$ cat config.mk
export PLATFORM = sky130hd
export DESIGN_NAME = register_file
export DESIGN_NICKNAME = d
export VERILOG_FILES = /design/src/source/isa_pkg.sv /design/src/source/register_file.sv
export SDC_FILE = /design/constraint.sdc
export NUM_CORES = 2
export LEC_CHECK = 0
export BUFFER_PORTS_ARGS = -buffer_cell sky130_fd_sc_hd__buf_4
export CORE_UTILIZATION = 58
export DETAILED_ROUTE_END_ITERATION = 10
export PLACE_DENSITY = 0.75
export SETUP_SLACK_MARGIN = 0.3
export SKIP_LAST_GASP = 1
export SYNTH_ARGS = -nofsm -noshare
export SYNTH_HDL_FRONTEND = slang
export SYNTH_SLANG_ARGS = --single-unit
$ cat constraint.sdc
create_clock -name clk -period 3.1 [get_ports clk]
set_input_delay 0.31 -clock clk [delete_from_list [all_inputs] [get_ports clk]]
set_output_delay 0.31 -clock clk [all_outputs]
set_load 0.1 [all_outputs]
$ cat src/source/isa_pkg.sv
`default_nettype none

package isa_pkg;

    localparam int xlen = 64;

    typedef logic [4:0] reg_idx_t;

    typedef enum logic [2:0] {
        add    = 3'd0,
        sub    = 3'd1,
        and_op = 3'd2,
        or_op  = 3'd3,
        xor_op = 3'd4
    } alu_op_e;

    // Major opcodes of the kept subset
    localparam logic [6:0] op_reg    = 7'b0110011;
    localparam logic [6:0] op_imm    = 7'b0010011;
    localparam logic [6:0] op_load   = 7'b0000011;
    localparam logic [6:0] op_store  = 7'b0100011;
    localparam logic [6:0] op_branch = 7'b1100011;
    localparam logic [6:0] op_jal    = 7'b1101111;

    localparam logic [2:0] f3_add_sub = 3'b000;
    localparam logic [2:0] f3_xor     = 3'b100;
    localparam logic [2:0] f3_or      = 3'b110;
    localparam logic [2:0] f3_and     = 3'b111;
    localparam logic [2:0] f3_dword   = 3'b011;  // LD and SD
    localparam logic [2:0] f3_beq     = 3'b000;
    localparam logic [2:0] f3_bne     = 3'b001;

    localparam logic [6:0] f7_base = 7'b0000000;
    localparam logic [6:0] f7_sub  = 7'b0100000;

endpackage

`default_nettype wire

$ cat src/source/register_file.sv
`timescale 1ns/1ps
`default_nettype none

module register_file (
    input  wire logic                           clk,
    input  wire logic                           rst_n,
    input  wire isa_pkg::reg_idx_t              rs1,
    input  wire isa_pkg::reg_idx_t              rs2,
    output logic [isa_pkg::xlen-1:0]            rs1_data,
    output logic [isa_pkg::xlen-1:0]            rs2_data,
    input  wire logic                           we,
    input  wire isa_pkg::reg_idx_t              wd_idx,
    input  wire logic [isa_pkg::xlen-1:0]       wd_data
);

    logic [isa_pkg::xlen-1:0] regs [32];

    always_ff @(posedge clk or negedge rst_n) begin
        if (!rst_n) begin
            for (int i = 0; i < 32; i++) begin
                regs[i] <= '0;
            end
        end else if (we && wd_idx != '0) begin
            regs[wd_idx] <= wd_data;
        end
    end

    // Write-through so decode sees the value retiring this cycle
    assign rs1_data = (we && wd_idx != '0 && wd_idx == rs1) ? wd_data : regs[rs1];
    assign rs2_data = (we && wd_idx != '0 && wd_idx == rs2) ? wd_data : regs[rs2];

endmodule

`default_nettype wire

After elaboration in Yosys (flattened, before gate mapping)
Cells that the tools add are included.
{"block": "totals", "word_cells": 57, "reg_bits": 2048, "output_inout_bits": 128, "inputBits": 82}
{"block": "op_classes", "n_lt_le_gt_ge": 4, "n_eq_ne": 2, "n_bitwise": 3, "mux": 11, "reduce_logical": 5}
{"op": "$bwmux W2048", "count": 1}
{"op": "$bmux W64 S5", "count": 2}
{"op": "$mux W64", "count": 7}
{"op": "$demux W64 S5", "count": 1}
{"op": "$ge A6 B6 Y1 const B", "count": 3}
{"op": "$not A5 Y6", "count": 3}
{"op": "$eq A5 B5 Y1", "count": 2}
{"op": "$lt A6 B1 Y1 const B", "count": 1}
{"op": "$reduce_bool A5 Y1", "count": 1}
{"op": "$logic_and A1 B1 Y1", "count": 4}

Logic depth before layout (Yosys ltp)
{"block": "logic_depth", "word_depth": 6, "depth_mapped": 10, "ltp_nobuf": 5}

Worst setup path before layout
OpenSTA, ideal clock, no wires.
{"block": "synth_path", "path_kind": "input port to output port", "start": "input rs2[0]", "end": "output rs2_data[43] in the netlist's numbering", "t_required_ns": 2.790, "setup_slack_ns": -0.949, "arrival_time_ns": 3.739, "n_path_buf": 3, "path_stages": 8, "path_cell_list": "buf_4 > buf_6 > buf_4 > mux2i_1 > o221ai_1 > a21oi_1 > or4_1 > o21ai_0"}
{"block": "synth_via", "elab_chain_cells": 5, "word_cells_on_any_way": 7, "cone_classes": "eq/ne (1); mux (4); bitwise (1); reduce/logical (1)"}
{"item": "start, declared", "line": "register_file.sv:8", "source": "input wire isa_pkg::reg_idx_t rs2,"}
{"item": "$not A5 Y6 (not written as such)", "line": "register_file.sv:30", "source": "assign rs2_data = (we && wd_idx != '0 && wd_idx == rs2) ? wd_data : regs[rs2];"}
{"item": "$bmux W64 S5", "line": "register_file.sv:30"}
{"item": "$mux W64 (not written as such) (2 in a row)", "line": "register_file.sv:30"}
{"item": "$mux W64 *", "line": "register_file.sv:30"}
{"item": "end, declared", "line": "register_file.sv:10", "source": "output logic [isa_pkg::xlen-1:0] rs2_data,"}
Mark *: on every way between the ends. The rest lies on a longest branch, timed or not. The select of a mux whose other input is x is not followed.

Final worst setup path
{"block": "layout_path", "start": "register regs[167] in the netlist's numbering", "end": "output rs1_data[39] in the netlist's numbering"}
{"block": "layout_via", "elab_chain_cells": 4}
{"item": "start, declared", "line": "register_file.sv:16", "source": "logic [isa_pkg::xlen-1:0] regs [32];"}
{"item": "start signal, assigned by index", "line": "register_file.sv:24", "source": "regs[wd_idx] <= wd_data;"}
{"item": "$bmux W64 S5", "line": "register_file.sv:29", "source": "assign rs1_data = (we && wd_idx != '0 && wd_idx == rs1) ? wd_data : regs[rs1];"}
{"item": "$mux W64 (not written as such) (2 in a row)", "line": "register_file.sv:29"}
{"item": "$mux W64", "line": "register_file.sv:29"}
{"item": "end, declared", "line": "register_file.sv:9", "source": "output logic [isa_pkg::xlen-1:0] rs1_data,"}
No other way between the ends. The select of a mux whose other input is x is not followed.

==> results.yml <==
run_status:
  status: "finished with violations"
  failed_checks: "setup timing"
floorplan:
  pin_count: 210
  die_w_um: 435
  die-area_mm2: 0.190
  start_util_pct: 58.5
  rows: 158
  core_area_mm2: 0.186
  die_h_um: 435
final_layout:
  fill_cells: 11500
  largest_reg_flops: 2048
  top_regs: "regs: 2048 flops"
  multi_input_area_mm2: 0.0574
  syn_to_final_growth_pct: 19.7
  largest_register: "regs"
  layout-drive-gt1-share_pct: 60.0
  num-nets-final: 7696
  ff_latch_area_mm2: 0.0512
pwr:
  power_w: 0.0856
  p_per_area_mw_per_mm2: 657
  peakVddDrop_v: 0.000665
  p_leak_nw: 55.7
global_routing:
  grt_util_met3_pct: 11.8
  antenna_found_initial: 25
  use_met1_pct: 52.0
  overflow: 0
  use_met2_pct: 58.9
  busiest_layer: "met2"
  grt_pass1_wl_mm: 554
  grt_max_degree: 152
  first_global_vias: 78800
  grt_usage_pct: 40.1
clock_tree:
  cts_buffers: 209
  cts_sinks: 2048
  cts_tree: "yes"
  cts_buffer_depth: 3
  htree_num_levels: 4
  clk_latency_ns: 0.87
  clkTransAtPathRegs_ns: 0.06
  clock-root-buffer: "clkbuf_16"
worst_setup_path:
  critPathLaunchType: "register"
  cp_max_fo: 3
  arrival_ns: 2.91
  regToRegSetupSlack_ns: 2.01
  worstReg2RegStart: "regs[315]$_DFFE_PN0P_"
  rr_worst_depth: 4
  path_class: "register to primary output"
  r2r_end: "regs[315]$_DFFE_PN0P_"
  cp.required_ns: 2.79
  cp-end-kind: "primary output"
drt:
  wl_per_cell_um: 37.1
  viasPerCell: 7.47
  drc: 0
  wl_mm: 382
  num_vias: 76800
  drt_first_pass_iters: 6
  ant_nets: 0
  drtIter0Drc: 10400
synth:
  synth.top_cell.area_share_pct: 47.1
  syn-instance-count: 7386
  ys_types: 48
  synth_area_leaders: "dfrtp_1 (47%), mux2_2 (21%), mux4_2 (19%)"
  yosysWarningCount: 0
  synth_edf_count: 0
  synth.most_common_cell: "dfrtp_1"
  syn_area_mm2: 0.109
  async_reset_ff_share_pct: 100
  synth_ff_type: "dfrtp_1"
  synth_seq_cells: 2048
  ys_seq_area_share_pct: 47.1
  avgSynthCellArea_um2: 14.7
  synthesis.nets: 7468
  yosys-top-cells-count: "dfrtp_1 (2,048), mux2_2 (2,019), mux4_2 (895)"
  synth_top_area_cell: "dfrtp_1"
sta:
  setup_ws_ns: -0.117
  grt_setup_unrepaired: "yes"
  finalClockSkew_ns: 0
  setup_viol: 14
  period_minus_slack_ns: 3.22
  period_share_pct: 104
  slew_headroom_pct: 14.8
  tightestPinTransition_ns: 1.27
  final_hold_viol_count: 0
  max_freq_mhz: 311
  slew_viol_final: 0
placement:
  hpwl_mm: 231
  place_congestion: 0.929
  pre_cts_ws_ns: -0.368
  port_buffers: 209
hold_path:
  hp-start: "wd_data[2]"
  hold_path_depth: 2
  hold_end: "regs[1730]$_DFFE_PN0P_"
  hp-class: "input port to register"
run:
  cap_violations: 0
[placed cells by master, fill, tap and decap left out, types with 33 or more instances in the layout]
cell type      count
a21oi_1           51
a21oi_2           60
a21oi_4           60
a22o_1            37
a22oi_1           57
a22oi_2           96
buf_12           313
buf_4            477
clkbuf_16        218
clkbuf_8          54
clkinv_2          44
dfrtp_1         2048
dlygate4sd3_1     63
mux2_2          2007
mux2i_1          269
mux4_2           895
nand2_1           63
nand3_1           33
nor2_1           103
o21ai_0           71
o221ai_1          58
o221ai_2          65
o22ai_1           89
o22ai_2           51
[report_power, final]
part           switching (W)  leakage, nW  internal, W
Clock                 0.0111         3.63       0.0160
Sequential           0.00401         26.3       0.0318
Combinational         0.0107         25.8       0.0119
Total                 0.0259         55.7       0.0597
[critical path: stages, from the launching register on]
cell	delay [ns]
dfrtp_1	0.40
mux2i_1	0.49
o221ai_2	0.19
buf_4	0.19
o32ai_1	0.17
a211oi_2	0.12
o22a_2	0.27
buf_8	0.19
[worst max path at each step]
| stage | startpoint | end | slack [ns] | depth (start not counted) |
|---|---|---|---|---|
| 2_1_floorplan | rs2[0] | rs2_data[43] | -0.20 | 8 |
| 4_1_cts | regs[553]$_DFFE_PN0P_ | rs1_data[41] | -0.14 | 6 |
| 3_3_place_gp | rs1[0] | rs1_data[39] | -0.29 | 8 |
| 6_report | regs[167]$_DFFE_PN0P_ | rs1_data[39] | -0.12 | 7 |
| 3_5_place_dp | rs1[0] | rs1_data[39] | -0.37 | 8 |
| 5_1_grt | regs[287]$_DFFE_PN0P_ | rs2_data[31] | -0.15 | 6 |
[stage by stage]
step,TNS [ns],cell area (µm²),hold WS [ns],instances,utilization [%]
finish,-0.597,130000,0.0564,10300,70.1
global route,-1.25,130000,0.0476,10300,70.1
CTS,-0.798,128000,0.00399,10200,69.0
detailed placement,-0.456,117000,0.234,9691,63.0
global placement,-0.439,117000,0.231,9691,63.0
floorplan,-0.198,110000,0.0144,7386,-
[repair_timing]
action	CTS	global route
endpoints found under the setup margin	128	128
hold endpoints to repair	2765	0
hold buffers	64	0
cloned	0	1
buffers inserted	79	48
pin swaps	259	166
gates resized for setup	601	310
[cell families (layout without fill, tap and decap cells)]
| kind of cell | Yosys count | count (layout) | synth area share (%) |
|---|---|---|---|
| flops | 2048 | 2048 | 47.1 |
| mux | 3192 | 3192 | 41.9 |
| xor+xnor | 10 | 10 | 0.0804 |
| other cells | 0 | 11 | 0 |
| buf+inv | 891 | 1295 | 3.82 |
| simple gates | 328 | 328 | 1.36 |
| compound gates | 917 | 917 | 5.74 |
[routing by layer]
layer / share of wire (%) / up-vias
li1: - / 29200
met1: 36 / 40700
met2: 45 / 5370
met3: 11 / 1502
met4: 7.6 / 22
met5: 0.040 / -
[layout make-up]
type	count	share of cell area, %
Tap cell	2480	2.38
Clock inverter	90	0.857
Antenna cell	11	0.0211
Sequential cell	2048	39.3
Clock buffer	297	4.81
Multi-Input combinational cell	4447	44.1
Inverter	8	0.0259
Timing Repair Buffer	900	8.54
(Power assumes the default switching activity.)
