$ cat src/source/isa_pkg.sv
`default_nettype none

package isa_pkg;

    localparam int xlen = 64;

    typedef logic [4:0] reg_idx_t;

    typedef enum logic [2:0] {
        add    = 3'd0,
        sub    = 3'd1,
        and_op = 3'd2,
        or_op  = 3'd3,
        xor_op = 3'd4
    } alu_op_e;

    // Major opcodes of the kept subset
    localparam logic [6:0] op_reg    = 7'b0110011;
    localparam logic [6:0] op_imm    = 7'b0010011;
    localparam logic [6:0] op_load   = 7'b0000011;
    localparam logic [6:0] op_store  = 7'b0100011;
    localparam logic [6:0] op_branch = 7'b1100011;
    localparam logic [6:0] op_jal    = 7'b1101111;

    localparam logic [2:0] f3_add_sub = 3'b000;
    localparam logic [2:0] f3_xor     = 3'b100;
    localparam logic [2:0] f3_or      = 3'b110;
    localparam logic [2:0] f3_and     = 3'b111;
    localparam logic [2:0] f3_dword   = 3'b011;  // LD and SD
    localparam logic [2:0] f3_beq     = 3'b000;
    localparam logic [2:0] f3_bne     = 3'b001;

    localparam logic [6:0] f7_base = 7'b0000000;
    localparam logic [6:0] f7_sub  = 7'b0100000;

endpackage

`default_nettype wire

$ cat src/source/pipe_pkg.sv
`default_nettype none

package pipe_pkg;

    // Operand source for the execute stage
    typedef enum logic [1:0] {
        regfile  = 2'd0,
        from_mem = 2'd1,
        from_wb  = 2'd2
    } fwd_sel_e;

    typedef struct packed {
        logic                        valid;
        logic [isa_pkg::xlen-1:0]    pc;
        logic [31:0]                 instr;
    } if_id_t;

    typedef struct packed {
        isa_pkg::alu_op_e alu_op;
        logic             use_imm;
        logic             mem_read;
        logic             mem_write;
        logic             reg_write;
        logic             is_branch;
        logic             branch_ne;
        logic             is_jal;
    } ctrl_t;

    typedef struct packed {
        logic                        valid;
        logic [isa_pkg::xlen-1:0]    pc;
        ctrl_t                       ctrl;
        isa_pkg::reg_idx_t           rs1;
        isa_pkg::reg_idx_t           rs2;
        isa_pkg::reg_idx_t           rd;
        logic [isa_pkg::xlen-1:0]    rs1_data;
        logic [isa_pkg::xlen-1:0]    rs2_data;
        logic [isa_pkg::xlen-1:0]    imm;
    } id_ex_t;

    typedef struct packed {
        logic                        valid;
        logic [isa_pkg::xlen-1:0]    pc;
        logic                        mem_read;
        logic                        mem_write;
        logic                        reg_write;
        isa_pkg::reg_idx_t           rd;
        logic [isa_pkg::xlen-1:0]    alu_result;
        logic [isa_pkg::xlen-1:0]    store_data;
    } ex_me_t;

    typedef struct packed {
        logic                        valid;
        logic                        reg_write;
        isa_pkg::reg_idx_t           rd;
        logic [isa_pkg::xlen-1:0]    write_data;
    } me_wb_t;

    typedef struct packed {
        isa_pkg::reg_idx_t           rd;
        logic [isa_pkg::xlen-1:0]    data;
    } wb_obs_t;

    typedef struct packed {
        logic [isa_pkg::xlen-1:0]    addr;
        logic [isa_pkg::xlen-1:0]    data;
    } store_obs_t;

endpackage

`default_nettype wire

$ cat src/source/fetch_unit.sv
`timescale 1ns/1ps
`default_nettype none

module fetch_unit #(
    parameter int imem_words = 64
) (
    input  wire logic                               clk,
    input  wire logic                               rst_n,
    input  wire logic                               run,
    input  wire logic                               stall,
    input  wire logic                               branch_taken,
    input  wire logic [isa_pkg::xlen-1:0]           branch_target,
    input  wire logic                               imem_we,
    input  wire logic [$clog2(imem_words)-1:0]      imem_addr,
    input  wire logic [31:0]                        imem_data,
    output pipe_pkg::if_id_t                        if_rec
);

    localparam int aw = $clog2(imem_words);

    logic [isa_pkg::xlen-1:0] pc;
    logic [isa_pkg::xlen-1:0] pc_next;
    logic [31:0]              imem [imem_words];

    // Load port, used while run is low
    always_ff @(posedge clk) begin
        if (imem_we) begin
            imem[imem_addr] <= imem_data;
        end
    end

    always_comb begin
        if (branch_taken) begin
            pc_next = branch_target;
        end else if (stall || !run) begin
            pc_next = pc;
        end else begin
            pc_next = pc + 64'd4;
        end
    end

    always_ff @(posedge clk or negedge rst_n) begin
        if (!rst_n) begin
            pc <= '0;
        end else begin
            pc <= pc_next;
        end
    end

    assign if_rec.valid = run;
    assign if_rec.pc    = pc;
    assign if_rec.instr = run ? imem[pc[aw+1:2]] : 32'd0;  // Idle slots carry a no-op

endmodule

`default_nettype wire

$ cat config.mk
export PLATFORM = sky130hd
export DESIGN_NAME = fetch_unit
export DESIGN_NICKNAME = d
export VERILOG_FILES = /design/src/source/isa_pkg.sv /design/src/source/pipe_pkg.sv /design/src/source/fetch_unit.sv
export SDC_FILE = /design/constraint.sdc
export NUM_CORES = 2
export LEC_CHECK = 0
export BUFFER_PORTS_ARGS = -buffer_cell sky130_fd_sc_hd__buf_2
export CAP_MARGIN = 30
export CORE_UTILIZATION = 29
export DETAILED_ROUTE_END_ITERATION = 8
export HOLD_SLACK_MARGIN = 0.03
export PLACE_DENSITY = 0.42
export SLEW_MARGIN = 20
export SYNTH_ARGS = -nofsm -noshare
export SYNTH_HDL_FRONTEND = slang
export SYNTH_SLANG_ARGS = --single-unit
$ cat constraint.sdc
create_clock -name clk -period 5.15 [get_ports clk]
set_input_delay 0.7725 -clock clk [delete_from_list [all_inputs] [get_ports clk]]
set_output_delay 0.7725 -clock clk [all_outputs]
set_load 0.005 [all_outputs]
Word-level counts from Yosys, hierarchy flattened
Memory sizes are Yosys's and may differ from the RTL's.
Cells that the tools add are included.

word-level totals
  flip-flop bits (word level) = 64
  memory bits (writable) = 2048
  bits of input ports = 108
  output and inout bits = 97
  memories = 1

operators by class
  add/subtract/negate cells = 1
  eq/ne operators = 1
  muxes and demuxes = 5
  reduce and logical (&&, ||, !) cells = 2

memories
  name  words  width  rd ports  clocked after memory_dff  wr ports  line              text
  imem  64     32     1         0                         1         fetch_unit.sv:23  logic [31:0] imem [imem_words];

operators by type and width
  operator                                        number
  two-way mux 64 bit                              2
  adder 64 x 3 -> 64 bit (second input constant)  1
  two-way mux 32 bit                              1
  two-way mux 1 bit                               2
  inequality test 2 bit (second input constant)   1
  logical NOT 1 bit                               1
  logical OR 1 bit                                1

Depth between registers and ports, before layout
  depth after elaboration = 4
  depth in mapped cells = 10
  depth with buffers taken out = 6

Worst setup path before layout
Ideal clock, no wire load.

  path type = in2reg
  from = input imem_addr[3]
  to = memory imem[48][0] (enable)
  arrival = 3.476 ns
  required time = 4.689 ns
  path slack = 1.213 ns
  cell stages on the path = 4
  buffers on the path = 1
  cell sequence = clkbuf_1 > nor2b_1 > nand4b_1 > nor3_1

RTL lines
  what         line              text
  from (decl)  fetch_unit.sv:14  input wire logic [$clog2(imem_words)-1:0] imem_addr,
  to (decl)    fetch_unit.sv:23

No word-level cell before the write port.

==> results.ini <==
[detailed_routing]
drc = 0
wl_per_cell_um = 29.4
drtIter0Drc = 3949
route.met3.wl_um = 13200
routed_wl_um = 245000
via_per_inst = 4.95
via_count = 41200
ant_nets = 0
wl_met2_um = 116000
dr.pass1.iters = 8
met1Wirelength_um = 109000
top_layer = met4

[sta]
min_period_ps = 4970
clock_skew_ps = 38.6
fin_crit_sh_pct = 96.5
grt_setup_unrepaired = false
tns_ps = 0
fin_ws_ps = 179
setup_viol = 0
worst_pin_slew_ps = 1050
max_freq_ghz = 0.201
slew_violations = 0
slew_headroom_pct = 30.1
hold_viol = 0

[cells_and_area]
nNetsFinal = 4530
drive_gt1_share_pct = 28.1
syn2layout_area_growth_pct = 17.9
stdcell_area_sq_um = 95800
stdcell_count = 8324

[setup_path]
crit_chain = buf_12 > buf_4 > mux4_2 > nand2_1 > nand2_1 > a221oi_1 > o41ai_1 > buf_2
r2r-end = pc[55]
crit_fanout = 38
cpMaxStageDelayCell = a221oi_1
max_stage_delay_ps = 860
cp_common_cell = nand2_1
cp.required_ps = 4380
reg2reg_from = pc[5]
worstSetupPathType = reg2out
cp-end-kind = output port
reg2reg_slack_ps = 1510
critPathLaunchType = flop
cp.arrival_ps = 4200
worstRegToRegCells = 8

[logic_synthesis]
synth_fp_nets = 4082
synth-edff-count = 2048
yosysTopAreaCellShare_pct = 75.6
synth_ff_type = edfxtp_1
synth_cell_types = 55
ys_ff_latch = 2112
synth_area_sq_um = 81300
synthTopCellsByArea = edfxtp_1 (76%), mux4_2 (12%), mux2i_1 (2.1%), dfrtp_1 (2.0%), o22ai_1 (0.98%)
syn_inst = 3973
ys_warn_count = 0
yosysTopAreaCell = edfxtp_1
synth.avg_cell_area_sq_um = 20.5
synthArstFlopShare_pct = 3.03
synth-seq-area-share_pct = 77.6

[die]
die_w_um = 531
die_h_um = 531
core_sq_um = 279000
dieArea_sq_um = 282000
start_util_pct = 29.1
io_pins = 205
rows = 194

[worst_hold_path]
holdPathStages = 3
worstHoldEndpoint = pc[19]
worstHoldPathType = in2reg
min_from = branch_target[19]

[placed_design]
place_congestion = 0.751
preCtsSetupSlack_ps = 554
placed_cell_area_sq_um = 88600
dp_hpwl_um = 143000
dp_cells = 7900
portBuffers = 204

[power]
p_leak_nw = 29.9
vdd_ir_drop_max_v = 0.000253
total_power_mw = 38.2
cellPowerDensity_nw_per_um2 = 399

[clock_tree]
cts.clk_slew.worst_paths_ps = 60
clock_sinks = 2112
cts_tree = built
cts_buffer_depth = 4
clock_latency_ps = 860
numCtsBuffers = 228
cts.htree.levels = 4
root_buffer = clkbuf_16

[job]
max_cap_viol_count = 0

[global_route]
antenna_found_initial = 23
grt_use_total_pct = 17.0
grt_pass1_vias = 42000
grt_max_degree = 94
grt_pass1_wl_um = 341000
gr-total-overflow = 0

[status]
outcome = completed

==> critical path, delay by kind of cell (launching register included) <==
family          cells  cell delay [ps]
buf+inv             3              800
flops               1              650
mux                 1              500
simple gates        2              210
compound gates      2             1170
==> how the worst max path moves through the flow <==
stage / depth (start not counted) / to / slack [ps] / startpoint
floorplan: 4 / imem[48][0] / 1210 / imem_addr[3]
global route: 9 / if_rec[23] / 1 / pc[6]
CTS: 7 / if_rec[0] / 1 / pc[2]
global placement: 8 / if_rec[8] / 550 / pc[2]
finish: 8 / if_rec[13] / 180 / pc[3]
detailed placement: 8 / if_rec[8] / 550 / pc[2]
==> cell type report <==
cell class / instances / area, sq um
Antenna cell: 10 / 25.0
Clock buffer: 285 / 5990
Clock inverter: 114 / 972
Fill cell: 26300 / 183000
Inverter: 10 / 37.5
Multi-Input combinational cell: 1620 / 17700
Sequential cell: 2112 / 63100
Tap cell: 3724 / 4660
Timing Repair Buffer: 449 / 3290
==> metal layers <==
layer | vias to the layer above | global-route usage [%]
met5 | - | 0
met1 | 22100 | 23.5
met3 | 341 | 3.13
li1 | 17600 | -
met2 | 1178 | 27.5
met4 | 0 | 4.55
==> power by group <==
group	leakage, nW	switching [mW]	internal, mW
registers	19.2	0.110	19.0
clock network	3.40	6.73	8.97
logic	7.38	2.12	1.29
total	29.9	8.96	29.3
==> synthesized netlist by cell type (all sizes together) (9+ instances only) <==
master  number
buf        112
a31oi       33
o22ai      127
o221ai      32
nand3       28
xnor2       19
nand2      194
nor2       190
mux2        30
and3        10
o211ai      29
o22a        13
a21oi       19
dfrtp       64
inv          9
mux2i      167
a221oi      31
edfxtp    2048
nand4       37
o41ai       24
a22oi       32
or3          9
mux4       416
o21ai       35
clkbuf     119
o31ai       31
or4         23
nor4        27
==> cells in the final DEF (no fill, tap or decap), types with 19 or more instances in the layout <==
| cell type | instances |
|---|---|
| a21oi_1 | 19 |
| a221oi_1 | 31 |
| a22oi_1 | 32 |
| a31oi_1 | 33 |
| buf_12 | 26 |
| buf_2 | 208 |
| buf_4 | 203 |
| clkbuf_1 | 52 |
| clkbuf_16 | 230 |
| clkinv_1 | 46 |
| clkinv_2 | 40 |
| dfrtp_1 | 59 |
| edfxtp_1 | 2048 |
| mux2_2 | 30 |
| mux2i_1 | 167 |
| mux4_2 | 416 |
| nand2_1 | 192 |
| nand3_1 | 27 |
| nand4_1 | 36 |
| nor2_1 | 124 |
| nor2_4 | 65 |
| nor4_1 | 24 |
| o211ai_1 | 29 |
| o21ai_0 | 35 |
| o221ai_1 | 32 |
| o22ai_1 | 127 |
| o31ai_1 | 31 |
| o41ai_1 | 21 |
| or4_1 | 22 |
| xnor2_1 | 19 |
==> cells by family after synthesis <==
logic type	share of synthesized area, %
AND/OR/NAND/NOR	3.27
adder cells (fa/ha/maj)	0.0154
XOR/XNOR	0.291
AO/OA/AOI/OAI	3.54
buffers and inverters	1.27
flip-flops	77.6
multiplexers	14.0
==> per-stage QoR <==
stage	hold WS [ps]	util (%)
2_1_floorplan	477	-
5_1_grt	98.1	34.3
4_1_cts	62.0	34.3
6_report	128	34.3
3_5_place_dp	491	31.8
3_3_place_gp	486	31.7
==> flip-flops by register name, summed over array words and instances, names as in the netlist <==
signal	count
imem	2048
pc	64
==> what timing repair did <==
item                       CTS  global route
resized for setup            4             4
setup buffers                7             0
pin swaps                    0             1
hold buffers                 0             1
hold endpoints to repair     0             9
setup endpoints to repair   17             3
Power figures use the tool's default switching activity.
