## config.mk

```make
export PLATFORM = sky130hd
export DESIGN_NAME = alu
export DESIGN_NICKNAME = d
export VERILOG_FILES = /design/src/source/isa_pkg.sv /design/src/source/pipe_pkg.sv /design/src/source/alu.sv
export SDC_FILE = /design/constraint.sdc
export NUM_CORES = 1
export LEC_CHECK = 0
export ABC_AREA = 1
export CAP_MARGIN = 20
export CORE_UTILIZATION = 30
export DETAILED_ROUTE_END_ITERATION = 16
export DONT_BUFFER_PORTS = 1
export PLACE_DENSITY = 0.41
export SYNTH_ARGS = -nofsm -noshare
export SYNTH_HDL_FRONTEND = slang
export SYNTH_SLANG_ARGS = --single-unit
```

## constraint.sdc

```tcl
create_clock -name vclk -period 10.67
set_clock_uncertainty 0.15 [all_clocks]
set_input_delay 3.201 -clock vclk [all_inputs]
set_output_delay 3.201 -clock vclk [all_outputs]
set_load 0.1 [all_outputs]
```

## src/source/isa_pkg.sv

```systemverilog
`default_nettype none

package isa_pkg;

    localparam int xlen = 64;

    typedef logic [4:0] reg_idx_t;

    typedef enum logic [2:0] {
        add    = 3'd0,
        sub    = 3'd1,
        and_op = 3'd2,
        or_op  = 3'd3,
        xor_op = 3'd4
    } alu_op_e;

    // Major opcodes of the kept subset
    localparam logic [6:0] op_reg    = 7'b0110011;
    localparam logic [6:0] op_imm    = 7'b0010011;
    localparam logic [6:0] op_load   = 7'b0000011;
    localparam logic [6:0] op_store  = 7'b0100011;
    localparam logic [6:0] op_branch = 7'b1100011;
    localparam logic [6:0] op_jal    = 7'b1101111;

    localparam logic [2:0] f3_add_sub = 3'b000;
    localparam logic [2:0] f3_xor     = 3'b100;
    localparam logic [2:0] f3_or      = 3'b110;
    localparam logic [2:0] f3_and     = 3'b111;
    localparam logic [2:0] f3_dword   = 3'b011;  // LD and SD
    localparam logic [2:0] f3_beq     = 3'b000;
    localparam logic [2:0] f3_bne     = 3'b001;

    localparam logic [6:0] f7_base = 7'b0000000;
    localparam logic [6:0] f7_sub  = 7'b0100000;

endpackage

`default_nettype wire

```

## src/source/pipe_pkg.sv

```systemverilog
`default_nettype none

package pipe_pkg;

    // Operand source for the execute stage
    typedef enum logic [1:0] {
        regfile  = 2'd0,
        from_mem = 2'd1,
        from_wb  = 2'd2
    } fwd_sel_e;

    typedef struct packed {
        logic                        valid;
        logic [isa_pkg::xlen-1:0]    pc;
        logic [31:0]                 instr;
    } if_id_t;

    typedef struct packed {
        isa_pkg::alu_op_e alu_op;
        logic             use_imm;
        logic             mem_read;
        logic             mem_write;
        logic             reg_write;
        logic             is_branch;
        logic             branch_ne;
        logic             is_jal;
    } ctrl_t;

    typedef struct packed {
        logic                        valid;
        logic [isa_pkg::xlen-1:0]    pc;
        ctrl_t                       ctrl;
        isa_pkg::reg_idx_t           rs1;
        isa_pkg::reg_idx_t           rs2;
        isa_pkg::reg_idx_t           rd;
        logic [isa_pkg::xlen-1:0]    rs1_data;
        logic [isa_pkg::xlen-1:0]    rs2_data;
        logic [isa_pkg::xlen-1:0]    imm;
    } id_ex_t;

    typedef struct packed {
        logic                        valid;
        logic [isa_pkg::xlen-1:0]    pc;
        logic                        mem_read;
        logic                        mem_write;
        logic                        reg_write;
        isa_pkg::reg_idx_t           rd;
        logic [isa_pkg::xlen-1:0]    alu_result;
        logic [isa_pkg::xlen-1:0]    store_data;
    } ex_me_t;

    typedef struct packed {
        logic                        valid;
        logic                        reg_write;
        isa_pkg::reg_idx_t           rd;
        logic [isa_pkg::xlen-1:0]    write_data;
    } me_wb_t;

    typedef struct packed {
        isa_pkg::reg_idx_t           rd;
        logic [isa_pkg::xlen-1:0]    data;
    } wb_obs_t;

    typedef struct packed {
        logic [isa_pkg::xlen-1:0]    addr;
        logic [isa_pkg::xlen-1:0]    data;
    } store_obs_t;

endpackage

`default_nettype wire

```

## src/source/alu.sv

```systemverilog
`timescale 1ns/1ps
`default_nettype none

module alu (
    input  wire pipe_pkg::id_ex_t               ex_rec,
    input  wire pipe_pkg::fwd_sel_e             fwd_a,
    input  wire pipe_pkg::fwd_sel_e             fwd_b,
    input  wire logic [isa_pkg::xlen-1:0]       mem_fwd_data,
    input  wire logic [isa_pkg::xlen-1:0]       wb_fwd_data,
    output logic [isa_pkg::xlen-1:0]            result,
    output logic [isa_pkg::xlen-1:0]            store_data,
    output logic                                branch_taken,
    output logic [isa_pkg::xlen-1:0]            branch_target
);

    logic [isa_pkg::xlen-1:0] op_a;
    logic [isa_pkg::xlen-1:0] reg_b;
    logic [isa_pkg::xlen-1:0] op_b;

    always_comb begin
        case (fwd_a)
            pipe_pkg::from_mem: op_a = mem_fwd_data;
            pipe_pkg::from_wb:  op_a = wb_fwd_data;
            default:            op_a = ex_rec.rs1_data;
        endcase
        case (fwd_b)
            pipe_pkg::from_mem: reg_b = mem_fwd_data;
            pipe_pkg::from_wb:  reg_b = wb_fwd_data;
            default:            reg_b = ex_rec.rs2_data;
        endcase
    end

    assign op_b       = ex_rec.ctrl.use_imm ? ex_rec.imm : reg_b;
    assign store_data = reg_b;

    always_comb begin
        if (ex_rec.ctrl.is_jal) begin
            result = ex_rec.pc + 64'd4;  // Link address
        end else begin
            case (ex_rec.ctrl.alu_op)
                isa_pkg::sub:    result = op_a - op_b;
                isa_pkg::and_op: result = op_a & op_b;
                isa_pkg::or_op:  result = op_a | op_b;
                isa_pkg::xor_op: result = op_a ^ op_b;
                default:         result = op_a + op_b;
            endcase
        end
    end

    assign branch_target = ex_rec.pc + ex_rec.imm;
    assign branch_taken  = ex_rec.valid && (ex_rec.ctrl.is_jal ||
                           (ex_rec.ctrl.is_branch && ((op_a == reg_b) != ex_rec.ctrl.branch_ne)));

endmodule

`default_nettype wire

```

### Word-level counts from Yosys, hierarchy flattened

Index checks and enable logic that the tools add are counted.

* memory bits (read-only): 0
* memories: 0
* RAM bits: 0
* bits in latches: 0
* input port bits: 414
* flip-flop bits (word level): 0

* $mul: 0
* bitwise gates (word level): 3
* add/sub/neg operators: 4
* equal/unequal tests: 10
* shift-type cells: 0
* divide/modulo/power cells: 0
* $lt $le $gt $ge: 0
* reduce and logical (&&, ||, !) cells: 3
* multiplexer cells: 5

Operators with widths (count)
* 64-bit case mux with 2 select lines: 2
* 64-bit case mux with 4 select lines: 1
* 64-bit adder: 2
* 64-bit 2-to-1 mux: 2
* 64-bit by 3-bit adder with 64-bit output (second input constant): 1
* 64-bit AND: 1
* 64-bit equality test: 1
* 64-bit bitwise OR: 1
* 64-bit subtractor: 1
* 64-bit bitwise XOR: 1
* 3-bit by 2-bit equality test with 1-bit output (second input constant): 2
* 2-bit by 1-bit equality test with 1-bit output (second input constant): 2
* 2-bit equality test (second input constant): 2
* 3-bit by 1-bit equality test with 1-bit output (second input constant): 1
* 3-bit equality test (second input constant): 1
* 1-bit logical AND: 2
* 1-bit logical OR: 1
* 1-bit inequality test: 1

### Depth between registers and ports, before layout

* depth after elaboration: 7
* mapped depth: 36

### Worst setup path before layout

Ideal clock, no wire load.

* kind: input to output
* from: input fwd_b[0]
* to: output result[26] (netlist name)
* path buffers: 1
* arrival time: 8.515 ns
* data required time: 7.319 ns
* cell stages on the path: 28
* setup slack: -1.196 ns
* cell sequence: inv_1 -> ha_1 -> inv_2 -> buf_6 -> nand3_1 -> o211ai_2 -> nand2_2 -> inv_1 -> ha_1 -> nand3_1 -> or2_1 -> nor2_2 -> inv_1 -> nor2_4 -> nand2_2 -> o21ai_0 -> xor2_1 -> ha_1 -> nand2_1 -> nor2_1 -> inv_1 -> o21ai_0 -> inv_1 -> nand2_1 -> nand2_1 -> a21oi_1 -> nor3_1 -> o21ai_0

* cells in the longest elaborated chain, start to end: 6
* elaborated cells on any way between the ends: 11

Ends and longest elaborated chain
* start: declaration: line alu.sv:7 `input wire pipe_pkg::fwd_sel_e fwd_b,`
* 2-bit equality test or 2-bit by 1-bit equality test with 1-bit output (tied branches): line alu.sv:26 `case (fwd_b)`
* 64-bit case mux with 2 select lines *: line alu.sv:26
* 64-bit 2-to-1 mux *: line alu.sv:33 `assign op_b = ex_rec.ctrl.use_imm ? ex_rec.imm : reg_b;`
* 64-bit adder (tied with other cells): line alu.sv:45 `default: result = op_a + op_b;`
* 64-bit case mux with 4 select lines *: line alu.sv:40 `case (ex_rec.ctrl.alu_op)`
* 64-bit 2-to-1 mux *: line alu.sv:37 `if (ex_rec.ctrl.is_jal) begin`
* end: declaration: line alu.sv:10 `output logic [isa_pkg::xlen-1:0] result,`

Mark *: on every way between the ends. The rest lies on a longest branch, timed or not.

### Final worst setup path

* from: input fwd_b[0]
* to: output result[55] (netlist name)

The elaborated chain is that of the path after synthesis.

==> reports/qor.yml <==
path_depth: 32
drt-pass1-iter-count: 8
pin_count: 607
regArea_um2: 0
final_common_cell: "nand2_1"
synth_top_area_cell: "nand2_1"
hold_buffers: 0
dieWidth_um: 267.3
start_util_pct: 30.56
period_share_pct: 103.1
avgSynthCellArea_um2: 5.276
grt_overflow_total: 0
fin_ws_ns: -0.3281
synth_top_cell_area_share_pct: 21.57
cp-startpoint: "fwd_b[0]"
multi_input_area_um2: 22170
status: "finished with violations"
cp_slowest_cell: "ha_4"
portBuffers: 0
nFlopsAndLatches: 0
first_iter_violations: 3404
fin_crit_ns: 11.00
dr_wl_met3_um: 15620
wl_per_cell_um: 26.79
die_y_um: 267.3
ys_warn_count: 0
hold_viol: 0
postSynthCellCount: 4001
combPwrFrac_pct: 100.0
p_switching_mw: 2.858
grt_pass1_wl_um: 207600
irDropWorstVdd_uv: 251.3
antenna_found_initial: 17
startpoint_type: "input pin"
via_count: 31059
hold_path.class: "in -> out"
crit_type: "in -> out"
setup.worst_path.end_class: "output port"
p_leak_nw: 15.91
crit_top_cell: "nor2_4"
power.total_mw: 4.295
crit_arrival_ns: 7.65
ys_seq_area_share_pct: 0
drive_gt1_share_pct: 32.82
tightest_slew_ns: 1.172
grt_max_degree: 54
critPathRequiredTime_ns: 7.32
syn-num-nets: 4691
finalSetupViolations: 44
cap_violations: 0
std_cell_rows: 96
n_clock_buffer: 0
final_cell_mix: "1117 x nand2_1, 781 x buf_4, 404 x inv_1"
die_area_um2: 71430
rsz0062_at_grt: "yes"
highest_layer: "met5"
area_growth_pct: 55.88
fmax_mhz: 90.93
syn_area_um2: 21110
ant_nets: 0
hpwl_um: 134600
internal_power_mw: 1.437
grt_pass1_vias: 28989
slew_violations: 0
finish.instance_area_um2: 32900
drcViolationCount: 0
synth_area_leaders: "nand2_1 22%, ha_1 16%, inv_1 7.9%"
pwr_density_cell_nw_per_um2: 130.5
final_nets: 5467
wl_um: 153000
n_fill_cell: 7515
clkPwrFrac_pct: 0
swShare_pct: 66.55
slew_headroom_pct: 21.79
place_area_um2: 30130
core_um2: 69070
yosysUniqueCellTypes: 57
crit_fanout: 5
gp_congestion: 1.058
violations: "negative setup slack"
path_delay_family: "simple AND/OR/NAND/NOR gates"
seq_power_share_pct: 0
max_stage_delay_ns: 0.36
routed-wl-met2_um: 65720
met1_length_um: 65630
crit_buf_inv: 8
vias_per_cell: 5.437
grt_use_total_pct: 40.96
crit_end: "result[55]"
[cell usage after synthesis, types with 19 or more instances]
cell      count
nand2_1    1213
inv_1       443
nor2_1      435
o21ai_0     305
ha_1        274
nand3_1     266
a21oi_1     256
xor2_1      176
nor3_1       57
clkbuf_1     56
xnor2_1      51
a31oi_1      46
nand4_1      46
a211oi_1     34
nand2_2      32
buf_2        26
or2_0        23
a21o_1       22
or2_1        22
o21bai_1     21
or2_2        19
[cell type report]
cell class / count / share of cell area (%)
timing repair inverter: 1 / 0.02662
inverter: 463 / 5.403
multi-input combinational: 3426 / 67.37
antenna: 7 / 0.05324
timing repair buffer: 885 / 23.61
tap: 931 / 3.540
[worst min-delay path by stage]
| stage | to | depth (start not counted) | from |
|---|---|---|---|
| after floorplan | result[35] | 3 | ex_rec[252] |
| after CTS | result[54] | 2 | ex_rec[207] |
| after detailed placement | result[54] | 2 | ex_rec[207] |
| after global placement | result[54] | 2 | ex_rec[207] |
| final | result[54] | 2 | ex_rec[207] |
| after global routing | result[54] | 2 | ex_rec[207] |
[per-layer routing]
layer  vias up  global-route usage, %
met5         -                      0
met4        10                  13.02
li1      14620                      -
met3       223                  7.907
met1     14616                  56.33
met2      1590                  63.59
[through the flow]
step	worst slack (ns)	instances	util, %	hold slack (ns)	TNS, ns
after floorplan	-0.3194	4001	-	6.602	-0.3194
after global placement	-0.6385	5651	43.63	6.504	-20.04
after detailed placement	-0.6815	5651	43.63	6.504	-21.23
after CTS	-0.3065	5679	45.15	6.507	-8.393
after global routing	-0.5772	5710	47.63	6.505	-17.29
final	-0.3281	5713	47.64	6.507	-9.474
[logic make-up (layout without fill, tap and decap cells)]
logic type      after synthesis  in the layout  synth area share, %
compound gates              752            752                20.02
simple gates               2171           2171                43.31
fa+ha+maj                   276            276                16.43
buf+inv                     575           1349                10.83
xor+xnor                    227            227                9.419
other cells                   0              7                    0
[power groups by stage]
stage	clock (mW)	sequential (mW)	combinational [mW]
2_1_floorplan	0	0	2.24
3_3_place_gp	0	0	3.86
3_5_place_dp	0	0	3.85
4_1_cts	0	0	4.00
5_1_grt	0.0000000503	0	4.48
6_report	0.0000000885	0	4.30
[timing repair]
item / in CTS / in global routing
hold endpoints to repair: 0 / 0
pin swaps: 76 / 146
setup buffers: 26 / 27
endpoints found under the setup margin: 48 / 54
gates cloned: 2 / 0
resized for setup: 251 / 383
(Power assumes the default switching activity.)
