===== src/source/isa_pkg.sv =====
`default_nettype none

package isa_pkg;

    localparam int xlen = 64;

    typedef logic [4:0] reg_idx_t;

    typedef enum logic [2:0] {
        add    = 3'd0,
        sub    = 3'd1,
        and_op = 3'd2,
        or_op  = 3'd3,
        xor_op = 3'd4
    } alu_op_e;

    // Major opcodes of the kept subset
    localparam logic [6:0] op_reg    = 7'b0110011;
    localparam logic [6:0] op_imm    = 7'b0010011;
    localparam logic [6:0] op_load   = 7'b0000011;
    localparam logic [6:0] op_store  = 7'b0100011;
    localparam logic [6:0] op_branch = 7'b1100011;
    localparam logic [6:0] op_jal    = 7'b1101111;

    localparam logic [2:0] f3_add_sub = 3'b000;
    localparam logic [2:0] f3_xor     = 3'b100;
    localparam logic [2:0] f3_or      = 3'b110;
    localparam logic [2:0] f3_and     = 3'b111;
    localparam logic [2:0] f3_dword   = 3'b011;  // LD and SD
    localparam logic [2:0] f3_beq     = 3'b000;
    localparam logic [2:0] f3_bne     = 3'b001;

    localparam logic [6:0] f7_base = 7'b0000000;
    localparam logic [6:0] f7_sub  = 7'b0100000;

endpackage

`default_nettype wire


===== src/source/pipe_pkg.sv =====
`default_nettype none

package pipe_pkg;

    // Operand source for the execute stage
    typedef enum logic [1:0] {
        regfile  = 2'd0,
        from_mem = 2'd1,
        from_wb  = 2'd2
    } fwd_sel_e;

    typedef struct packed {
        logic                        valid;
        logic [isa_pkg::xlen-1:0]    pc;
        logic [31:0]                 instr;
    } if_id_t;

    typedef struct packed {
        isa_pkg::alu_op_e alu_op;
        logic             use_imm;
        logic             mem_read;
        logic             mem_write;
        logic             reg_write;
        logic             is_branch;
        logic             branch_ne;
        logic             is_jal;
    } ctrl_t;

    typedef struct packed {
        logic                        valid;
        logic [isa_pkg::xlen-1:0]    pc;
        ctrl_t                       ctrl;
        isa_pkg::reg_idx_t           rs1;
        isa_pkg::reg_idx_t           rs2;
        isa_pkg::reg_idx_t           rd;
        logic [isa_pkg::xlen-1:0]    rs1_data;
        logic [isa_pkg::xlen-1:0]    rs2_data;
        logic [isa_pkg::xlen-1:0]    imm;
    } id_ex_t;

    typedef struct packed {
        logic                        valid;
        logic [isa_pkg::xlen-1:0]    pc;
        logic                        mem_read;
        logic                        mem_write;
        logic                        reg_write;
        isa_pkg::reg_idx_t           rd;
        logic [isa_pkg::xlen-1:0]    alu_result;
        logic [isa_pkg::xlen-1:0]    store_data;
    } ex_me_t;

    typedef struct packed {
        logic                        valid;
        logic                        reg_write;
        isa_pkg::reg_idx_t           rd;
        logic [isa_pkg::xlen-1:0]    write_data;
    } me_wb_t;

    typedef struct packed {
        isa_pkg::reg_idx_t           rd;
        logic [isa_pkg::xlen-1:0]    data;
    } wb_obs_t;

    typedef struct packed {
        logic [isa_pkg::xlen-1:0]    addr;
        logic [isa_pkg::xlen-1:0]    data;
    } store_obs_t;

endpackage

`default_nettype wire


===== src/source/hazard_unit.sv =====
`timescale 1ns/1ps
`default_nettype none

module hazard_unit (
    input  wire isa_pkg::reg_idx_t      id_rs1,
    input  wire isa_pkg::reg_idx_t      id_rs2,
    input  wire isa_pkg::reg_idx_t      ex_rs1,
    input  wire isa_pkg::reg_idx_t      ex_rs2,
    input  wire isa_pkg::reg_idx_t      ex_rd,
    input  wire isa_pkg::reg_idx_t      me_rd,
    input  wire logic                   me_reg_write,
    input  wire isa_pkg::reg_idx_t      wb_rd,
    input  wire logic                   wb_reg_write,
    input  wire logic                   ex_mem_read,
    input  wire logic                   branch_taken,
    output logic                        stall,
    output logic                        bubble,
    output logic                        flush,
    output pipe_pkg::fwd_sel_e          fwd_a,
    output pipe_pkg::fwd_sel_e          fwd_b
);

    logic load_use;

    // Memory stage is younger, so it wins
    function automatic pipe_pkg::fwd_sel_e pick_src(
        input isa_pkg::reg_idx_t rs
    );
        if (rs == '0) begin
            return pipe_pkg::regfile;
        end else if (me_reg_write && me_rd == rs) begin
            return pipe_pkg::from_mem;
        end else if (wb_reg_write && wb_rd == rs) begin
            return pipe_pkg::from_wb;
        end
        return pipe_pkg::regfile;
    endfunction

    always_comb begin
        fwd_a = pick_src(ex_rs1);
        fwd_b = pick_src(ex_rs2);
    end

    // The load in execute has no data until the memory stage
    assign load_use = ex_mem_read && ex_rd != '0 && (ex_rd == id_rs1 || ex_rd == id_rs2);

    assign flush  = branch_taken;
    assign stall  = load_use && !flush;
    assign bubble = stall;

endmodule

`default_nettype wire


===== config.mk =====
export PLATFORM = sky130hd
export DESIGN_NAME = hazard_unit
export DESIGN_NICKNAME = d
export VERILOG_FILES = /design/src/source/isa_pkg.sv /design/src/source/pipe_pkg.sv /design/src/source/hazard_unit.sv
export SDC_FILE = /design/constraint.sdc
export NUM_CORES = 1
export LEC_CHECK = 0
export ABC_AREA = 1
export BUFFER_PORTS_ARGS = -buffer_cell sky130_fd_sc_hd__buf_2
export CORE_MARGIN = 2
export CORE_UTILIZATION = 40
export DETAILED_ROUTE_END_ITERATION = 10
export PLACE_DENSITY = 0.78
export SLEW_MARGIN = 40
export SYNTH_ARGS = -nofsm -noshare
export SYNTH_HDL_FRONTEND = slang
export SYNTH_SLANG_ARGS = --single-unit
export TNS_END_PERCENT = 30

===== constraint.sdc =====
create_clock -name vclk -period 2.4
set_clock_uncertainty 0.2 [all_clocks]
set_input_delay 0.24 -clock vclk [all_inputs]
set_output_delay 0.24 -clock vclk [all_outputs]
set_load 0.05 [all_outputs]

======== Word-level counts from Yosys, hierarchy flattened ========
Cells that the tools add are included.
W data, S select, Z words.
storage, ports and cells
  register bits ........................... 0
  input bits .............................. 39
  output and inout bits ................... 7
operators by class
  eq/ne operators ......................... 6
  multiplexer cells ....................... 14
  reductions and logical operators ........ 12
operators by type and width
  kind                 number
  $eq A5 B5 Y1         6
  $mux W2              8
  $logic_not A5 Y1     2
  $logic_and A1 B1 Y1  7
  $mux W1              6
  $reduce_bool A5 Y1   1
  $logic_not A1 Y1     1
  $logic_or A1 B1 Y1   1

======== Logic depth before layout (Yosys ltp) ========
Gate-level depths: netlist of the first run.
  depth after elaboration ................. 6
  depth in mapped cells ................... 7
  mapped depth without buffers ............ 6

======== Least setup slack after synthesis of the first run ========
Ideal clock, no wire load.
  path type ............................... input to output
  start point ............................. in ex_rd[1]
  end point ............................... out stall
  data arrival time ....................... 1367 ps
  data required time ...................... 1960 ps
  slack ................................... 593 ps
  stages on the path ...................... 5
  buffers on the path ..................... 1
  cell sequence ........................... xor2_1 > nor2_1 > nand3_1 > a21oi_2 > buf_4
on the way
  cells in the longest elaborated chain, start to end .. 4
RTL lines
  what                                                       RTL line           RTL
  from (decl)                                                hazard_unit.sv:9   input wire isa_pkg::reg_idx_t ex_rd,
  $eq A5 B5 Y1 or $reduce_bool A5 Y1 (tied branches)         hazard_unit.sv:45  assign load_use = ex_mem_read && ex_rd != '0 && (ex_rd == id_rs1 || ex_rd == id_rs2);
  $logic_or A1 B1 Y1 or $logic_and A1 B1 Y1 (tied branches)  hazard_unit.sv:45
  $logic_and A1 B1 Y1 (*)                                    hazard_unit.sv:45
  $logic_and A1 B1 Y1 (*)                                    hazard_unit.sv:48  assign stall = load_use && !flush;
  to (decl)                                                  hazard_unit.sv:16  output logic stall,
Mark *: on every way between the ends. The rest lies on a longest branch, timed or not.

======== Worst setup path in the final report of the first run ========
  start point ............................. in ex_rs1[1]
  end point ............................... out fwd_a[0]
on the way
  cells in the longest elaborated chain, start to end .. 6
RTL lines
  what                 RTL line           RTL
  from (decl)          hazard_unit.sv:7   input wire isa_pkg::reg_idx_t ex_rs1,
  $eq A5 B5 Y1         hazard_unit.sv:33  end else if (wb_reg_write && wb_rd == rs) begin
  $logic_and A1 B1 Y1  hazard_unit.sv:33
  $mux W1              hazard_unit.sv:33
  $mux W1              hazard_unit.sv:31  end else if (me_reg_write && me_rd == rs) begin
  $mux W1              hazard_unit.sv:29  if (rs == '0) begin
  $mux W2 (*)          hazard_unit.sv:36  return pipe_pkg::regfile;
  to (decl)            hazard_unit.sv:19  output pipe_pkg::fwd_sel_e fwd_a,
Marked as above.

==> results_dict.tcl, run 1 <==
set metrics [dict create \
    max_slew_margin 0.830 \
    nFlopsAndLatches 0 \
    cp-start-kind "input port" \
    via_count 825 \
    synthDistinctLibCells 21 \
    drive_above_1_share 0.388 \
    grt_pass1_vias 730 \
    status "finished, final reports clean" \
    syn_nets 160 \
    arrival_ns 1.13 \
    wl_per_cell_microns 8.98 \
    avgSynthCellArea_sq_um 5.22 \
    hold_slack_ns 0.584 \
    crit_fanout 3 \
    die_w_microns 43.7 \
    postCtsSetupRepairBufs 0 \
    die_h_microns 43.7 \
    synth_adder_area_share 0 \
    numPortBuffers 46 \
    seq_area_frac_synth 0 \
    fin_setup_tns_ns 0 \
    peakVddDrop_mv 0.0738 \
    core_area_sq_mm 0.00149 \
    drt_wl_total_microns 1630 \
    final_cell_mix "buf_2, nand2_1, inv_1" \
    endpoint_kind "output pin" \
    diodes 0 \
    regArea_sq_um 0 \
    crit_type "in2out" \
    pin_count 46 \
    setup_ws_ns 0.832 \
    clock_buffers 0 \
    finalCritPeriodShare 0.653 \
    synth_top_family_by_area "simple AND/OR/NAND/NOR gates" \
    max_cap_viol_count 0 \
    synth_compound_area_frac 0.0653 \
    max_clock_freq_mhz 638 \
    hold_buffers 0 \
    globalRouteOverflowTotal 0 \
    grt_usage 0.179 \
    drt_iter0_drc 9 \
    final_util 0.582 \
    syn_inst 121 \
    crit_required_ns 1.96 \
    layout_commonest_cell "buf_2" \
    synth_xor_area_frac 0.162 \
    finalHoldViolCount 0 \
    finish.net_count 206 \
    antenna_left 0 \
    hold-path-cell-count 2 \
    antenna_found_initial 0 \
    syn_to_final_growth_pct 37.2 \
    vias_per_cell 4.56 \
    post-dp-hpwl_microns 1530 \
    cts_resized 0 \
    tightest_slew_ns 0.256 \
    stdcell_count 181 \
    globalplace.congestion 0.842 \
    synth-simple-area-share 0.594 \
    rows 14 \
    syn_area_sq_um 632 \
    finalSetupViolCount 0 \
    start_util 0.424 \
    drv_slew 0 \
    p_leak_nw 0.542 \
    hold_path_class "in2out" \
    rsz0062_at_grt "no" \
    grt_pass1_wl_microns 2740 \
    placedCellCount 181 \
    post-place-ws_ns 0.834 \
    drtPass1Iterations 4 \
    power_density_mw_per_mm2 165 \
    dieArea_sq_mm 0.00191 \
    drc_errors 0 \
    yosys_warnings 0 \
    post-route-min-period_ns 1.57 \
    muxShareOfSynthArea 0 \
    grt_max_degree 6 \
]
-- per-layer routing --
metal,track usage,share of wire
met1,0.215,0.41
met4,0.0121,0
met3,0,0.054
met2,0.362,0.53
met5,0,0
-- path summary, 6_finish.rpt --
check / startpoint / end
max: ex_rs1[1] / fwd_a[0]
min: branch_taken / flush
-- critical path, cell delays in order --
cell      delay [ns]
buf_2           0.11
inv_2           0.04
nand2_1         0.06
nand2_1         0.04
nand3b_1        0.19
nor3_2          0.16
buf_2           0.28
-- kinds of logic after synthesis --
kind of cell	count (synthesis)
buffers and inverters	28
xor gates and xnor gates	10
and+or+nand+nor	77
AOI/OAI and AO/OA	6
-- power breakdown --
part           switching, mW  total [mW]  internal, mW
Clock                      0           0             0
Sequential                 0           0             0
Combinational         0.0798       0.143        0.0634
Total                 0.0798       0.143        0.0634
-- final cells by class --
type	instances	area (sq um)
Inverter	26	97.6
Tap cell	16	20.0
Fill cell	158	622
Multi-Input combinational cell	93	519
Timing Repair Buffer	46	230
-- cell usage after synthesis --
library cell  instances  area share
a21oi_2               1       0.014
xnor2_1               7       0.097
inv_1                18        0.11
or2_1                 2       0.020
xnor2_2               2       0.051
clkinv_1              1      0.0059
inv_2                 7       0.042
nand3_1               4       0.032
nand3b_1              2       0.024
nand3b_4              1       0.032
nand2_1              42        0.25
buf_4                 2       0.024
nor2_2                1      0.0099
o211ai_1              2       0.024
nor3_2                4       0.063
a21oi_1               2       0.016
nor2_1               16       0.095
xor2_1                1       0.014
nand4_1               3       0.030
o21a_1                1       0.012
nand4_2               2       0.040
-- stage by stage --
step	cell area, sq um	power (mW)
floorplan	632	0.0845
global placement	867	0.141
detailed placement	867	0.144
CTS	867	0.144
global route	867	0.161
finish	867	0.143
Note: power is estimated with default switching activity, not from simulation.
==> run 2, diff against run 1 <==
--- a/config.mk
+++ b/config.mk
@@ -8,9 +8,9 @@
 export ABC_AREA = 1
 export BUFFER_PORTS_ARGS = -buffer_cell sky130_fd_sc_hd__buf_2
 export CORE_MARGIN = 2
-export CORE_UTILIZATION = 40
+export CORE_UTILIZATION = 39
 export DETAILED_ROUTE_END_ITERATION = 10
-export PLACE_DENSITY = 0.78
+export PLACE_DENSITY = 0.8
 export SLEW_MARGIN = 40
 export SYNTH_ARGS = -nofsm -noshare
 export SYNTH_HDL_FRONTEND = slang
==> constraint.sdc (replaced) <==
create_clock -name vclk -period 1.3
set_clock_uncertainty 0.2 [all_clocks]
set_input_delay 0.13 -clock vclk [all_inputs]
set_output_delay 0.13 -clock vclk [all_outputs]
set_load 0.05 [all_outputs]
==> run 2 against run 1 <==
  * The run now ends with negative setup slack left
  * Worst setup slack got worse by 0.96 ns
  * Wire length rose by 17%
  * Flip-flop and latch count did not move
  * Count of clock-buffer cells in the layout did not move
  * Power rose by 110%
  * First-iteration DRC count did not move
  * Utilization rose by 8.3 points
  * Die area rose by 2.3%
  * Design area rose by 16%
  * Cell count rose by 2.2%
  * Critical path depth fell by 1
  * Highest routed layer is now met4
==> results_dict.tcl, run 2 (synthesis results as in run 1) <==
set metrics [dict create \
    setup_ws_ns -0.128 \
    globalRouteOverflowTotal 0 \
    fin_setup_tns_ns -0.271 \
    drv_slew 0 \
    status "complete, but fails checks" \
    drive_above_1_share 0.456 \
    post-route-min-period_ns 1.43 \
    nFlopsAndLatches 0 \
    diodes 0 \
    max_clock_freq_mhz 700 \
    p_sw_mw 0.161 \
    clock_buffers 0 \
    tightest_slew_ns 0.249 \
    die_w_microns 44.3 \
    crit_fanout 2 \
    max_slew_margin 0.835 \
    path_cells "buf_6, xor2_2, nor2_1, nand3_2, a21oi_4, buf_6" \
    grt_usage 0.181 \
    post-dp-hpwl_microns 1560 \
    final_cell_mix "nand2_1, buf_2, inv_1" \
    drt_wl_total_microns 1900 \
    combPwrFrac 1.000 \
    arrival_ns 1.10 \
    hold_buffers 0 \
    rsz0062_at_grt "yes" \
    rows 14 \
    cp-start-kind "input port" \
    p_seq_frac 0 \
    critical_path.max_stage_delay_ns 0.21 \
    finalCritPeriodShare 1.10 \
    hold-path-cell-count 2 \
    dieArea_sq_mm 0.00196 \
    max_cap_viol_count 0 \
    hold_path_class "in2out" \
    worst_hold_path.endpoint "flush" \
    finish.net_count 210 \
    syn_to_final_growth_pct 58.6 \
    globalplace.congestion 0.788 \
    antenna_left 0 \
    slowest_stage "a21oi_4" \
    pwr-share-clk 0 \
    wl_per_cell_microns 10.3 \
    regArea_sq_um 0 \
    die_h_microns 44.3 \
    p_leak_nw 0.579 \
    hp-start "branch_taken" \
    peakVddDrop_mv 0.162 \
    p_int_mw 0.141 \
    violations "negative setup slack" \
    placedCellCount 185 \
    vias_per_cell 4.63 \
    crit_type "in2out" \
    postCtsSetupRepairBufs 0 \
    core_area_sq_mm 0.00151 \
    start_util 0.419 \
    finalSetupViolCount 4 \
    drt_iter0_drc 9 \
    grt_pass1_wl_microns 2840 \
    stdcell_count 185 \
    layout_commonest_cell "nand2_1" \
    crit_required_ns 0.97 \
    p_total_mw 0.302 \
    via_count 856 \
    numPortBuffers 46 \
    grt_pass1_vias 751 \
    endpoint_kind "output pin" \
    antenna_found_initial 0 \
    grt_max_degree 6 \
    sw_frac_of_total 0.532 \
    pin_count 46 \
    drtPass1Iterations 4 \
    drc_errors 0 \
    power_density_mw_per_mm2 302 \
    cpMostUsedCell "buf_6" \
    finalHoldViolCount 0 \
]
-- run 2: cell types whose count changed in the layout (fill, tap and decap cells not counted), sizes merged --
| cell | change |
|---|---|
| buf | +4 |
-- run 2: how the worst max path moves through the flow --
stage / to / startpoint / depth (start not counted)
final: stall / id_rs1[1] / 6
after detailed placement: bubble / ex_rd[1] / 6
after global placement: bubble / ex_rd[1] / 6
after global routing: stall / id_rs1[1] / 6
after CTS: bubble / ex_rd[0] / 7
after floorplan: fwd_b[1] / me_rd[0] / 5
-- run 2: layout make-up --
type,count,area [sq um]
repair buffers,50,325
inverters,26,97.6
multi-input cells,93,559
fillers,135,504
well taps,16,20.0
-- run 2: power groups by stage --
stage,registers [mW],clock network (mW),logic (mW)
final,0,0,0.302
after global routing,0,0,0.336
after CTS,0,0,0.280
after detailed placement,0,0,0.276
after global placement,0,0,0.271
after floorplan,0,0,0.158
-- run 2: routing by layer --
layer  global-route usage  vias up  routed length (microns)
met5                    0        -                        0
met4                    0        0                       22
met3              0.00408        2                       99
met2                0.362       27                     1060
met1                0.224      363                      723
li1                     -      464                        -
-- run 2: stage by stage --
step	instance area, sq um	utilization	setup WS (ns)	hold slack (ns)
final	1000	0.665	-0.128	0.360
after global routing	1000	0.665	-0.177	0.366
after CTS	926	0.615	-0.0296	0.361
after detailed placement	907	0.602	-0.0841	0.361
after global placement	907	0.602	-0.0467	0.357
after floorplan	642	-	-0.209	0.227
-- run 2: worst max-delay path, delay by kind of cell --
kind,cells,cell delay [ns]
XOR/XNOR,1,0.15
buffers and inverters,2,0.28
AND/OR/NAND/NOR,2,0.32
AO/OA/AOI/OAI,1,0.21
-- run 2: repair_timing --
| item | in CTS | in global routing |
|---|---|---|
| pin swaps | 0 | 11 |
| gates resized for setup | 7 | 20 |
| endpoints found under the setup margin | 6 | 6 |
==> run 3, diff against run 2 <==
--- a/config.mk
+++ b/config.mk
@@ -7,6 +7,7 @@
 export LEC_CHECK = 0
 export ABC_AREA = 1
 export BUFFER_PORTS_ARGS = -buffer_cell sky130_fd_sc_hd__buf_2
+export CORE_ASPECT_RATIO = 0.8
 export CORE_MARGIN = 2
 export CORE_UTILIZATION = 39
 export DETAILED_ROUTE_END_ITERATION = 10
==> run 3 against run 2 <==
  * The run still ends with negative setup slack left
  * Wire length grew 3.1%
  * Worst hold slack better by 0.0035 ns
  * Die area about the same
  * Sequential share of layout area unchanged
==> results_dict.tcl, run 3 (synthesis results as in run 1) <==
set metrics [dict create \
    status "complete, but fails checks" \
    violations "negative setup slack" \
    sw_frac_of_total 0.532 \
    die_w_microns 49 \
    die_h_microns 40 \
    hold_buffers 0 \
    final_util 0.702 \
    crit_type "in2out" \
    tightest_slew_ns 0.248 \
    drive_above_1_share 0.448 \
    cpMostUsedCell "buf_6" \
    critical_path.max_stage_delay_ns 0.19 \
    power_density_mw_per_mm2 301 \
    p_seq_frac 0 \
    globalRouteOverflowTotal 0 \
    cp-start-kind "input port" \
    crit_fanout 4 \
    crit_required_ns 0.97 \
    stdcell_count 193 \
    finish.net_count 213 \
    final_cell_mix "nand2_1, buf_2, inv_1" \
    finalCritPeriodShare 1.01 \
    multi_input_area_sq_um 551 \
    grt_pass1_vias 779 \
    regArea_sq_um 0 \
    wl_per_cell_microns 10.2 \
    drt_iter0_drc 27 \
    clock_buffers 0 \
    max_cap_viol_count 0 \
    numPortBuffers 46 \
    post-place-ws_ns -0.0967 \
    endpoint_kind "output pin" \
    path_cells "buf_6, xor2_1, nor2_1, nand3_2, a21oi_4, buf_6" \
    finalSetupViolCount 2 \
    arrival_ns 0.98 \
    post-dp-hpwl_microns 1790 \
    grt_pass1_wl_microns 3060 \
    setup_ws_ns -0.0147 \
    rows 12 \
    rsz0062_at_grt "yes" \
    combPwrFrac 1.000 \
    diodes 0 \
    num-fill-cells 144 \
    drtPass1Iterations 4 \
    postCtsSetupRepairBufs 0 \
    core_area_sq_mm 0.00146 \
    nFlopsAndLatches 0 \
    slowest_stage "a21oi_4" \
    layout_commonest_cell "nand2_1" \
    finalHoldViolCount 0 \
    pwr-share-clk 0 \
    grt_usage 0.200 \
    p_int_mw 0.144 \
    drv_slew 0 \
    antenna_left 0 \
    pin_count 46 \
    max_clock_freq_mhz 761 \
    max_slew_margin 0.836 \
    placedCellCount 193 \
    hold-path-cell-count 2 \
    hold_path_class "in2out" \
    dieArea_sq_mm 0.00196 \
    via_count 896 \
    p_sw_mw 0.164 \
    post-route-min-period_ns 1.31 \
    drt_wl_total_microns 1960 \
    antenna_found_initial 0 \
    peakVddDrop_mv 0.167 \
    globalplace.congestion 0.899 \
    grt_max_degree 6 \
    syn_to_final_growth_pct 61.8 \
    drc_errors 0 \
    start_util 0.434 \
    vias_per_cell 4.64 \
    p_leak_nw 0.591 \
]
-- run 3: cell types whose count changed in the layout (fill, tap and decap cells not counted), sizes merged --
cell	change
buf	+3
-- run 3: area by class of cell --
class	instances	share of cell area
multi-input combinational	93	0.539
timing repair buffer	53	0.340
inverter	26	0.0955
tap	21	0.0257
-- run 3: metal layers --
layer  wire, microns  GRT usage  up-vias
met5               0          0        -
met4              19     0.0214        0
met3             152     0.0112        2
met2             972      0.401       34
met1             817      0.253      390
li1                -          -      470
-- run 3: critical path: cells and delay by family --
kind / cells / cell delay, ns
buffers and inverters: 2 / 0.28
and+or+nand+nor: 2 / 0.26
AOI/OAI and AO/OA: 1 / 0.19
xor gates and xnor gates: 1 / 0.13
-- run 3: power groups by stage --
stage,combinational [mW],sequential (mW),clock [mW]
after CTS,0.294,0,0
after detailed placement,0.285,0,0
after floorplan,0.158,0,0
final,0.307,0,0
after global placement,0.277,0,0
after global routing,0.339,0,0
-- run 3: worst paths after layout --
check | from | end | slack, ns
setup / recovery | ex_rd[1] | stall | -0.01
hold / removal | branch_taken | flush | 0.36
-- run 3: repair_timing --
| item | in CTS | in global routing |
|---|---|---|
| gates resized for setup | 12 | 13 |
| gates cloned | 0 | 0 |
| endpoints found under the setup margin | 6 | 6 |
| pin swaps | 0 | 5 |
-- run 3: stage by stage --
stage / TNS, ns / power, mW / area, sq um / hold WS, ns
after global routing: -0.402 / 0.339 / 1020 / 0.372
after CTS: -0.0523 / 0.294 / 973 / 0.360
final: -0.0256 / 0.307 / 1020 / 0.363
after global placement: -0.257 / 0.277 / 936 / 0.358
after detailed placement: -0.376 / 0.285 / 936 / 0.360
after floorplan: -0.535 / 0.158 / 642 / 0.227
